<file path="config.mk">
export PLATFORM = sky130hd
export DESIGN_NAME = decode_stage
export DESIGN_NICKNAME = d
export VERILOG_FILES = /design/src/verilog/isa_pkg.sv /design/src/verilog/decode_pkg.sv /design/src/verilog/insn_decoder.sv /design/src/verilog/reg_file.sv /design/src/verilog/decode_stage.sv
export VERILOG_INCLUDE_DIRS = /design/src /design/src/include
export SDC_FILE = /design/constraint.sdc
export NUM_CORES = 2
export LEC_CHECK = 0
export BUFFER_PORTS_ARGS = -buffer_cell sky130_fd_sc_hd__buf_2
export CORE_UTILIZATION = 60
export CTS_BUF_LIST = sky130_fd_sc_hd__clkbuf_8
export DETAILED_ROUTE_END_ITERATION = 8
export PLACE_DENSITY = 0.78
export SETUP_SLACK_MARGIN = 0.05
export SYNTH_ARGS = -nofsm -noshare
export SYNTH_HDL_FRONTEND = slang
export SYNTH_SLANG_ARGS = --single-unit
</file>
<file path="constraint.sdc">
create_clock -name clock -period 3.62 [get_ports clock]
set_clock_uncertainty 0.15 [all_clocks]
set_input_delay 0.362 -clock clock [delete_from_list [all_inputs] [get_ports clock]]
set_output_delay 0.362 -clock clock [all_outputs]
set_load 0.05 [all_outputs]
</file>
<file path="src/include/decode_consts.svh">
`ifndef DECODE_CONSTS_SVH
`define DECODE_CONSTS_SVH

// Register file and datapath
`define DATA_W 32
`define REG_COUNT 32
`define REG_IDX_W 5

// Instruction field widths
`define OPCODE_W 6
`define FUNCT_W 6
`define IMM16_W 16
`define TARGET_W 26

`endif

</file>
<file path="src/verilog/isa_pkg.sv">
`include "decode_consts.svh"

package isa_pkg;

	typedef enum logic [`OPCODE_W-1:0] {
		OPC_RTYPE = 6'b000000,
		OPC_REGIMM = 6'b000001,
		OPC_J = 6'b000010,
		OPC_JAL = 6'b000011,
		OPC_BEQ = 6'b000100,
		OPC_BNE = 6'b000101,
		OPC_BLEZ = 6'b000110,
		OPC_BGTZ = 6'b000111,
		OPC_ADDI = 6'b001000,
		OPC_ADDIU = 6'b001001,
		OPC_SLTI = 6'b001010,
		OPC_SLTIU = 6'b001011,
		OPC_ORI = 6'b001101,
		OPC_XORI = 6'b001110,
		OPC_LUI = 6'b001111,
		OPC_MUL = 6'b011100, // Special opcode, only funct MUL
		OPC_LB = 6'b100000,
		OPC_LW = 6'b100011,
		OPC_LBU = 6'b100100,
		OPC_SB = 6'b101000,
		OPC_SW = 6'b101011
	} opcode_e;

	typedef enum logic [`FUNCT_W-1:0] {
		FN_SLL = 6'b000000,
		FN_SRL = 6'b000010,
		FN_SRA = 6'b000011,
		FN_SLLV = 6'b000100,
		FN_SRLV = 6'b000110,
		FN_SRAV = 6'b000111,
		FN_JR = 6'b001000,
		FN_JALR = 6'b001001,
		FN_MFHI = 6'b010000,
		FN_MFLO = 6'b010010,
		FN_MULT = 6'b011000,
		FN_MULTU = 6'b011001,
		FN_DIV = 6'b011010,
		FN_DIVU = 6'b011011,
		FN_ADD = 6'b100000,
		FN_ADDU = 6'b100001,
		FN_SUB = 6'b100010,
		FN_SUBU = 6'b100011,
		FN_AND = 6'b100100,
		FN_OR = 6'b100101,
		FN_XOR = 6'b100110,
		FN_NOR = 6'b100111,
		FN_SLT = 6'b101010,
		FN_SLTU = 6'b101011
	} funct_e;

	// MUL reuses the SRL code, told apart by its opcode
	localparam funct_e FN_MUL = FN_SRL;

	typedef enum logic [`REG_IDX_W-1:0] {
		RI_BLTZ = 5'b00000,
		RI_BGEZ = 5'b00001
	} regimm_e;

	typedef struct packed {
		opcode_e opcode;
		logic [`REG_IDX_W-1:0] rs;
		logic [`REG_IDX_W-1:0] rt;
		logic [`REG_IDX_W-1:0] rd;
		logic [`REG_IDX_W-1:0] shamt;
		funct_e funct;
	} insn_t;

endpackage

</file>
<file path="src/verilog/decode_pkg.sv">
`include "decode_consts.svh"

package decode_pkg;

	typedef enum logic [5:0] {
		OP_NOP = 6'd0, OP_ADD = 6'd1, OP_ADDU = 6'd2, OP_SUB = 6'd3,
		OP_SUBU = 6'd4, OP_MULT = 6'd5, OP_MULTU = 6'd6, OP_DIV = 6'd7,
		OP_DIVU = 6'd8, OP_MFHI = 6'd9, OP_MFLO = 6'd10, OP_SLT = 6'd11,
		OP_SLTU = 6'd12, OP_SLL = 6'd13, OP_SLLV = 6'd14, OP_SRL = 6'd15,
		OP_SRLV = 6'd16, OP_SRA = 6'd17, OP_SRAV = 6'd18, OP_AND = 6'd19,
		OP_OR = 6'd20, OP_XOR = 6'd21, OP_NOR = 6'd22, OP_JALR = 6'd23,
		OP_JR = 6'd24, OP_MUL = 6'd25,
		OP_ADDI = 6'd26, OP_ADDIU = 6'd27, OP_SLTI = 6'd28, OP_SLTIU = 6'd29,
		OP_ORI = 6'd30, OP_XORI = 6'd31, OP_LW = 6'd32, OP_SW = 6'd33,
		OP_LB = 6'd34, OP_LBU = 6'd35, OP_SB = 6'd36, OP_LUI = 6'd37,
		OP_BEQ = 6'd38, OP_BNE = 6'd39, OP_BGTZ = 6'd40, OP_BLEZ = 6'd41,
		OP_BLTZ = 6'd42, OP_BGEZ = 6'd43,
		OP_J = 6'd44, OP_JAL = 6'd45,
		OP_ILLEGAL = 6'd63
	} alu_op_e;

	typedef struct packed {
		logic [`DATA_W-1:0] pc;
		isa_pkg::insn_t insn;
	} fetch_t;

	typedef struct packed {
		logic we;
		logic [`REG_IDX_W-1:0] addr;
		logic [`DATA_W-1:0] data;
	} wb_t;

	typedef struct packed {
		logic [`OPCODE_W-1:0] opcode;
		logic [`REG_IDX_W-1:0] rs;
		logic [`REG_IDX_W-1:0] rt;
		logic [`REG_IDX_W-1:0] rd;
		logic [`REG_IDX_W-1:0] shamt;
		logic [`FUNCT_W-1:0] funct;
		alu_op_e op;
		logic [`DATA_W-1:0] imm_ext; // Sign or zero extended
		logic [`DATA_W-1:0] pc;
		logic [`DATA_W-1:0] insn;
	} decoded_t;

endpackage

</file>
<file path="src/verilog/insn_decoder.sv">
`include "decode_consts.svh"

module insn_decoder (
	input decode_pkg::fetch_t fetch,
	output decode_pkg::decoded_t decoded
);

	isa_pkg::insn_t insn;
	logic [`DATA_W-1:0] word;
	logic itype;
	logic illegal;
	decode_pkg::decoded_t dec;

	assign insn = fetch.insn;
	assign word = fetch.insn;

	always_comb begin
		dec = '0;
		itype = 1'b0;
		illegal = 1'b0;
		case (insn.opcode)
			isa_pkg::OPC_RTYPE: begin
				dec.rs = insn.rs;
				dec.rt = insn.rt;
				dec.rd = insn.rd;
				dec.funct = insn.funct;
				case (insn.funct)
					isa_pkg::FN_ADD: dec.op = decode_pkg::OP_ADD;
					isa_pkg::FN_ADDU: dec.op = decode_pkg::OP_ADDU;
					isa_pkg::FN_SUB: dec.op = decode_pkg::OP_SUB;
					isa_pkg::FN_SUBU: dec.op = decode_pkg::OP_SUBU;
					isa_pkg::FN_SLT: dec.op = decode_pkg::OP_SLT;
					isa_pkg::FN_SLTU: dec.op = decode_pkg::OP_SLTU;
					isa_pkg::FN_SLLV: dec.op = decode_pkg::OP_SLLV;
					isa_pkg::FN_SRLV: dec.op = decode_pkg::OP_SRLV;
					isa_pkg::FN_SRAV: dec.op = decode_pkg::OP_SRAV;
					isa_pkg::FN_AND: dec.op = decode_pkg::OP_AND;
					isa_pkg::FN_OR: dec.op = decode_pkg::OP_OR;
					isa_pkg::FN_XOR: dec.op = decode_pkg::OP_XOR;
					isa_pkg::FN_NOR: dec.op = decode_pkg::OP_NOR;
					isa_pkg::FN_JALR: dec.op = decode_pkg::OP_JALR;
					isa_pkg::FN_MULT: begin
						dec.op = decode_pkg::OP_MULT;
						dec.rd = '0; // Result goes to HI/LO
					end
					isa_pkg::FN_MULTU: begin
						dec.op = decode_pkg::OP_MULTU;
						dec.rd = '0;
					end
					isa_pkg::FN_DIV: begin
						dec.op = decode_pkg::OP_DIV;
						dec.rd = '0;
					end
					isa_pkg::FN_DIVU: begin
						dec.op = decode_pkg::OP_DIVU;
						dec.rd = '0;
					end
					isa_pkg::FN_MFHI: begin
						dec.op = decode_pkg::OP_MFHI;
						dec.rs = '0;
						dec.rt = '0;
					end
					isa_pkg::FN_MFLO: begin
						dec.op = decode_pkg::OP_MFLO;
						dec.rs = '0;
						dec.rt = '0;
					end
					isa_pkg::FN_SLL: begin
						dec.op = decode_pkg::OP_SLL;
						dec.rs = '0;
						dec.shamt = insn.shamt; // Constant shift
					end
					isa_pkg::FN_SRL: begin
						dec.op = decode_pkg::OP_SRL;
						dec.rs = '0;
						dec.shamt = insn.shamt;
					end
					isa_pkg::FN_SRA: begin
						dec.op = decode_pkg::OP_SRA;
						dec.rs = '0;
						dec.shamt = insn.shamt;
					end
					isa_pkg::FN_JR: begin
						dec.op = decode_pkg::OP_JR;
						dec.rt = '0;
						dec.rd = '0;
					end
					default: illegal = 1'b1;
				endcase
			end
			isa_pkg::OPC_MUL: begin
				if (insn.funct == isa_pkg::FN_MUL) begin
					dec.opcode = insn.opcode;
					dec.rs = insn.rs;
					dec.rt = insn.rt;
					dec.rd = insn.rd;
					dec.funct = insn.funct;
					dec.op = decode_pkg::OP_MUL;
				end else begin
					illegal = 1'b1;
				end
			end
			isa_pkg::OPC_ADDI: dec.op = decode_pkg::OP_ADDI;
			isa_pkg::OPC_ADDIU: dec.op = decode_pkg::OP_ADDIU;
			isa_pkg::OPC_SLTI: dec.op = decode_pkg::OP_SLTI;
			isa_pkg::OPC_SLTIU: dec.op = decode_pkg::OP_SLTIU;
			isa_pkg::OPC_ORI: dec.op = decode_pkg::OP_ORI;
			isa_pkg::OPC_XORI: dec.op = decode_pkg::OP_XORI;
			isa_pkg::OPC_LW: dec.op = decode_pkg::OP_LW;
			isa_pkg::OPC_SW: dec.op = decode_pkg::OP_SW;
			isa_pkg::OPC_LB: dec.op = decode_pkg::OP_LB;
			isa_pkg::OPC_LBU: dec.op = decode_pkg::OP_LBU;
			isa_pkg::OPC_SB: dec.op = decode_pkg::OP_SB;
			isa_pkg::OPC_LUI: dec.op = decode_pkg::OP_LUI;
			isa_pkg::OPC_BEQ: dec.op = decode_pkg::OP_BEQ;
			isa_pkg::OPC_BNE: dec.op = decode_pkg::OP_BNE;
			isa_pkg::OPC_BGTZ: dec.op = decode_pkg::OP_BGTZ;
			isa_pkg::OPC_BLEZ: dec.op = decode_pkg::OP_BLEZ;
			isa_pkg::OPC_REGIMM: begin
				dec.opcode = insn.opcode;
				dec.rs = insn.rs;
				dec.rt = insn.rt;
				dec.imm_ext = {{(`DATA_W - `IMM16_W){word[`IMM16_W-1]}}, word[`IMM16_W-1:0]};
				case (insn.rt) // Condition lives in rt
					isa_pkg::RI_BLTZ: dec.op = decode_pkg::OP_BLTZ;
					isa_pkg::RI_BGEZ: dec.op = decode_pkg::OP_BGEZ;
					default: illegal = 1'b1;
				endcase
			end
			isa_pkg::OPC_J,
			isa_pkg::OPC_JAL: begin
				dec.opcode = insn.opcode;
				dec.op = (insn.opcode == isa_pkg::OPC_J) ? decode_pkg::OP_J : decode_pkg::OP_JAL;
				dec.imm_ext = {{(`DATA_W - `TARGET_W){1'b0}}, word[`TARGET_W-1:0]};
			end
			default: illegal = 1'b1;
		endcase

		// Every opcode not matched above is I-type
		itype = !illegal && dec.op >= decode_pkg::OP_ADDI && dec.op <= decode_pkg::OP_BLEZ;
		if (itype) begin
			dec.opcode = insn.opcode;
			dec.rs = (insn.opcode == isa_pkg::OPC_LUI) ? '0 : insn.rs;
			dec.rt = insn.rt;
			dec.rd = insn.rt; // Destination is rt
			dec.imm_ext = {{(`DATA_W - `IMM16_W){word[`IMM16_W-1]}}, word[`IMM16_W-1:0]};
		end

		if (word == '0) begin
			dec.op = decode_pkg::OP_NOP; // Would otherwise read as SLL r0
		end
		if (illegal) begin
			dec = '0;
			dec.op = decode_pkg::OP_ILLEGAL;
		end
		dec.pc = fetch.pc;
		dec.insn = word;
	end

	assign decoded = dec;

endmodule

</file>
<file path="src/verilog/reg_file.sv">
`include "decode_consts.svh"

module reg_file (
	input logic clock,
	input logic arst_n,
	input logic [`REG_IDX_W-1:0] rs_addr,
	input logic [`REG_IDX_W-1:0] rt_addr,
	input decode_pkg::wb_t wb,
	output logic [`DATA_W-1:0] rs_data,
	output logic [`DATA_W-1:0] rt_data
);

	logic [`DATA_W-1:0] regs [`REG_COUNT];

	// Reset loads each register with its own index
	always_ff @(posedge clock or negedge arst_n) begin
		if (!arst_n) begin
			for (int i = 0; i < `REG_COUNT; i++) begin
				regs[i] <= `DATA_W'(i);
			end
		end else if (wb.we) begin
			regs[wb.addr] <= wb.data; // r0 is writable too
		end
	end

	// No bypass, a write shows after the edge
	assign rs_data = regs[rs_addr];
	assign rt_data = regs[rt_addr];

	wb_addr_known: assert property (
		@(posedge clock) disable iff (!arst_n)
		wb.we |-> !$isunknown(wb.addr)
	);

endmodule

</file>
<file path="src/verilog/decode_stage.sv">
`include "decode_consts.svh"

module decode_stage (
	input logic clock,
	input logic arst_n,
	input logic decode_en,
	input decode_pkg::fetch_t fetch,
	input decode_pkg::wb_t wb,
	output decode_pkg::decoded_t decoded,
	output logic decode_valid,
	output logic [`DATA_W-1:0] rs_data,
	output logic [`DATA_W-1:0] rt_data
);

	decode_pkg::decoded_t decoded_next;

	insn_decoder decoder_i (
		.fetch(fetch),
		.decoded(decoded_next)
	);

	// Bundle holds while decode is disabled
	always_ff @(posedge clock or negedge arst_n) begin
		if (!arst_n) begin
			decoded <= '0; // Reads as a NOP
			decode_valid <= 1'b0;
		end else begin
			decode_valid <= decode_en;
			if (decode_en) begin
				decoded <= decoded_next;
			end
		end
	end

	// Operands read from the registered indices
	reg_file reg_file_i (
		.clock(clock),
		.arst_n(arst_n),
		.rs_addr(decoded.rs),
		.rt_addr(decoded.rt),
		.wb(wb),
		.rs_data(rs_data),
		.rt_data(rt_data)
	);

	op_known_when_valid: assert property (
		@(posedge clock) disable iff (!arst_n)
		decode_valid |-> !$isunknown(decoded.op)
	);

	valid_low_after_reset: assert property (
		@(posedge clock)
		$rose(arst_n) |-> !decode_valid
	);

endmodule

</file>
==> impl_summary.log <==
INFO  metric end_kind = primary output
INFO  metric netlist_area = about 60,000 µm²
INFO  metric globalRoute.totalOverflow = 0
INFO  metric preCtsSetupSlack = 317 ps
INFO  metric clock_sink_count = 1,154
INFO  metric fmax = between 200 and 300 MHz
INFO  metric min_path_type = in2reg
INFO  metric post-synth-top-area-cell = sky130_fd_sc_hd__dfrtp_1
INFO  metric final_layout_size_suffix_gt1_frac = 0.626
INFO  metric grtUsageTotal = 0.353
INFO  metric dp_hpwl = approximately 93,000 µm
INFO  metric critPathArrivalTime = between 3000 and 4000 ps
INFO  metric multi_input_area = between 20,000 and 30,000 µm²
INFO  metric post-route-drc-count = 0
INFO  metric power.share.clock = 0.296
INFO  metric antenna_found_initial = 4
INFO  metric synth_seq_area_share = 0.483
INFO  metric crit_path_cell_trace = buf_6 > clkbuf_16 > buf_12 > buf_16 > mux4_2 > mux4_2 > mux2_4 > buf_8
INFO  metric layout_worst_path_cycle_share = 1.08
INFO  metric violations_in_the_final_reports = setup timing
INFO  metric seq_area = 29,000 µm²
INFO  metric synth_cell_types = roughly 70
INFO  metric numCtsBuffers = 185
INFO  metric final_hold_viol_count = 0
INFO  metric fillerInstances = approximately 6.0k
INFO  metric synth_enable_flop_cells = 0
INFO  metric vias = roughly 40k
INFO  metric critical-path-max-stage-delay = 520 ps
INFO  metric cap_viol_max_count = 0
INFO  metric path_buf_inv = 5
INFO  metric timing.final.crit_period = roughly 3900 ps
INFO  metric finalMaxSlewViolations = 0
INFO  metric floorplan.initialDensity = 0.607
INFO  metric yosys.area.top_type_share = 0.448
INFO  metric post_layout_nonfiller_instances = approximately 5.6k
INFO  metric vdd.ir_drop.worst = between 300 and 400 µV
INFO  metric top_ff_cell_synth = sky130_fd_sc_hd__dfrtp_1
INFO  metric clk_latency = between 800 and 900 ps
INFO  metric post_synth_inst_count = 3,720
INFO  metric io_buffer_count = 303
INFO  metric routed_via_density = between 6 and 7
INFO  metric area_grow_syn2layout = 18.4%
INFO  metric postLayoutSetupSlackWorst = -278 ps
INFO  metric y_dimension_of_the_die = about 320 µm
INFO  metric power.switching_fraction = 0.297
INFO  metric first_global_vias = 40.4k
INFO  metric cpLargestDelayFamily = multiplexers
INFO  metric finalPower = 38.0 mW
INFO  metric ctsLongestPathBuffers = 3
INFO  metric power.sequential.fraction = 0.452
INFO  metric dr.pass1.iters = 6
INFO  metric critical_path.startpoint_type = register
INFO  metric number_of_nets_at_the_end_of_the_flow = ~4.3k
INFO  metric crit_top_cell = sky130_fd_sc_hd__mux4_2
INFO  metric tightest_slew = 1370 ps
INFO  metric synth.top_cells.by_area = sky130_fd_sc_hd__dfrtp_1 45%, sky130_fd_sc_hd__mux4_2 24%, sky130_fd_sc_hd__mux2_2 21%
INFO  metric worstPathMaxFanout = 5
INFO  metric unrepaired_setup_endpoints_after_global_routing = yes
INFO  metric internal_power = 26.7 mW
INFO  metric finalWeightedCongestion = between 0.8 and 0.9
INFO  metric power_per_cell_area = about 540 nW/µm²
INFO  metric result_of_the_run = complete, but fails checks
INFO  metric power.leakage = around 30 nW
INFO  metric ys_warn_count = 0
INFO  metric grt_start_max_net_pins = approximately 110
INFO  metric core_region_area = approximately 99,000 µm²
INFO  metric relSlewSlack = 0.0864
INFO  metric finalWirelength = about 180,000 µm
INFO  metric cts_tree = yes
INFO  metric final-setup-viol-count = 64
INFO  metric die_x = between 300 and 400 µm
INFO  metric number_of_i_o_pins = 304
INFO  metric place.detailed.instances = around 5.0k
INFO  metric rows = ~120
INFO  metric finish.utilization = 0.719
INFO  metric holdWs = approximately 94 ps
INFO  metric first_pass_grt_wire_length = 264,000 µm
INFO  metric async_flop_share = 1.00
INFO  metric postSynthRegisterBits = between 1k and 1.5k
INFO  metric floorplan.die_area = around 100,000 µm²
INFO  metric cts.clk_slew.worst_paths = 70 ps
INFO  metric cts_root_buf = sky130_fd_sc_hd__clkbuf_8
INFO  metric postSynthNetCount = between 3k and 4k
INFO  metric htree_num_levels = 4
INFO  metric detail_route.iter0.violations = between 4k and 5k
INFO  metric r2r_setup_slack = 1720 ps
INFO  metric synth.avg_cell_area = approximately 16 µm²
INFO  metric cpMaxStageDelayCell = sky130_fd_sc_hd__dfrtp_4
INFO  metric criticalPathCategory = reg2out
INFO  metric power.combinational.fraction = 0.252
INFO  metric timing.critical_path.required = a little over 3000 ps
INFO  metric route.antenna.remaining_nets = 0
INFO  metric routed_wire_length_per_instance = 31.6 µm
INFO  metric p_sw = between 10 and 15 mW
## cells in the mapped netlist, drive strengths merged (2+ instances only)
library cell and instances:
a21boi 3, a2bb2oi 2, a22o 6, o21ai 50
o22ai 4, a21o 5, mux2 1125, nand3 11
nand2b 10, or3 2, a211oi 2, a31oi 6
nor2 54, nor4 10, clkbuf 249, dfrtp 1074
o211ai 5, nand2 86, nor2b 3, nand4 3
o2bb2ai 32, a32oi 8, and3 2, nor3 8
nor3b 5, buf 138, dfstp 80, or2 4
and3b 2, nand3b 6, inv 37, or3b 3
xnor2 2, o31ai 2, a21oi 22, mux4 640
## sequential cells by signal, summed over array words and instances, names as in the netlist
register,cells
reg_file_i.regs,1024
decoded,129
decode_valid,1
## cell usage in the layout (no fill, tap or decap), types with 11 or more instances in the layout
cell                            instances
sky130_fd_sc_hd__clkinv_2              13
sky130_fd_sc_hd__nor2_1                36
sky130_fd_sc_hd__buf_8                 28
sky130_fd_sc_hd__o21ai_0               48
sky130_fd_sc_hd__inv_1                 99
sky130_fd_sc_hd__mux2_4                56
sky130_fd_sc_hd__buf_16                45
sky130_fd_sc_hd__nand3_1               11
sky130_fd_sc_hd__dlygate4sd3_1        115
sky130_fd_sc_hd__buf_12                65
sky130_fd_sc_hd__mux4_2               640
sky130_fd_sc_hd__buf_6                 46
sky130_fd_sc_hd__mux2_2              1069
sky130_fd_sc_hd__nand2_4               16
sky130_fd_sc_hd__dfstp_2               80
sky130_fd_sc_hd__nor2_4                17
sky130_fd_sc_hd__dfrtp_1             1064
sky130_fd_sc_hd__clkbuf_8             236
sky130_fd_sc_hd__a21oi_1               21
sky130_fd_sc_hd__clkbuf_16             12
sky130_fd_sc_hd__buf_2                244
sky130_fd_sc_hd__nand2_1               70
sky130_fd_sc_hd__buf_4                 73
sky130_fd_sc_hd__o2bb2ai_1             32
## layer usage
layer | up-vias | global-route usage | routed length [µm]
li1 | 15400 | - | -
met1 | 20900 | 0.493 | 68600
met2 | 2122 | 0.545 | 84800
met3 | 451 | 0.0768 | 16100
met4 | 0 | 0.146 | 7110
met5 | - | 0 | 0
## final cells by class
class / instances / share of cell area
multi-input combinational: 2142 / 0.419
antenna: 4 / 0.000141
sequential: 1154 / 0.409
clock inverter: 91 / 0.00651
tap: 1287 / 0.0227
inverter: 37 / 0.00196
timing repair buffer: 629 / 0.0949
clock buffer: 236 / 0.0458
## power groups by stage
stage          Combinational [mW]  Sequential, mW  Clock (mW)
5_1_grt                      10.1            17.5        12.0
3_3_place_gp                 8.39            17.1           0
2_1_floorplan                6.34            17.0           0
4_1_cts                      9.33            17.1        11.4
6_report                     9.59            17.2        11.2
3_5_place_dp                 8.60            17.3           0
## repair_timing
item                        CTS  global route
buffers inserted             34            12
gates resized for setup     212            97
cloned                       31            14
hold buffers                116             0
hold endpoints to repair   2125             0
setup endpoints to repair    64            65
## logic make-up after synthesis
group | Yosys count | share of synthesized area
DFF | 1154 | 0.483
muxes | 1766 | 0.452
AOI/OAI and AO/OA | 160 | 0.0189
xor gates and xnor gates | 2 | 0.000292
buffers and inverters | 424 | 0.0282
and+or+nand+nor | 214 | 0.0175
## through the flow
step           setup TNS, ps  area, µm²
2_1_floorplan              0      60000
3_3_place_gp               0      63400
3_5_place_dp               0      63400
4_1_cts               -19010      70300
5_1_grt               -17420      71000
6_report              -13850      71000
## worst reg2reg max path: stages, from the launching register on
cell and delay [ps]:
sky130_fd_sc_hd__dfrtp_4 970, sky130_fd_sc_hd__buf_4 480, sky130_fd_sc_hd__a32oi_1 110, sky130_fd_sc_hd__o21ai_0 110
## worst paths after layout
path	startpoint	to	cells after the start
setup / recovery	decoded[118]	rt_data[1]	8
hold reg to reg	decoded[104]	decoded[104]	1
min in group asynchronous	arst_n	reg_file_i.regs[360]	3
max in group asynchronous	arst_n	reg_file_i.regs[996]	3
hold / removal	wb[33]	reg_file_i.regs[424]	5
setup reg to reg	decoded[126]	decoded[126]	3
Note: power is estimated with default switching activity, not from simulation.
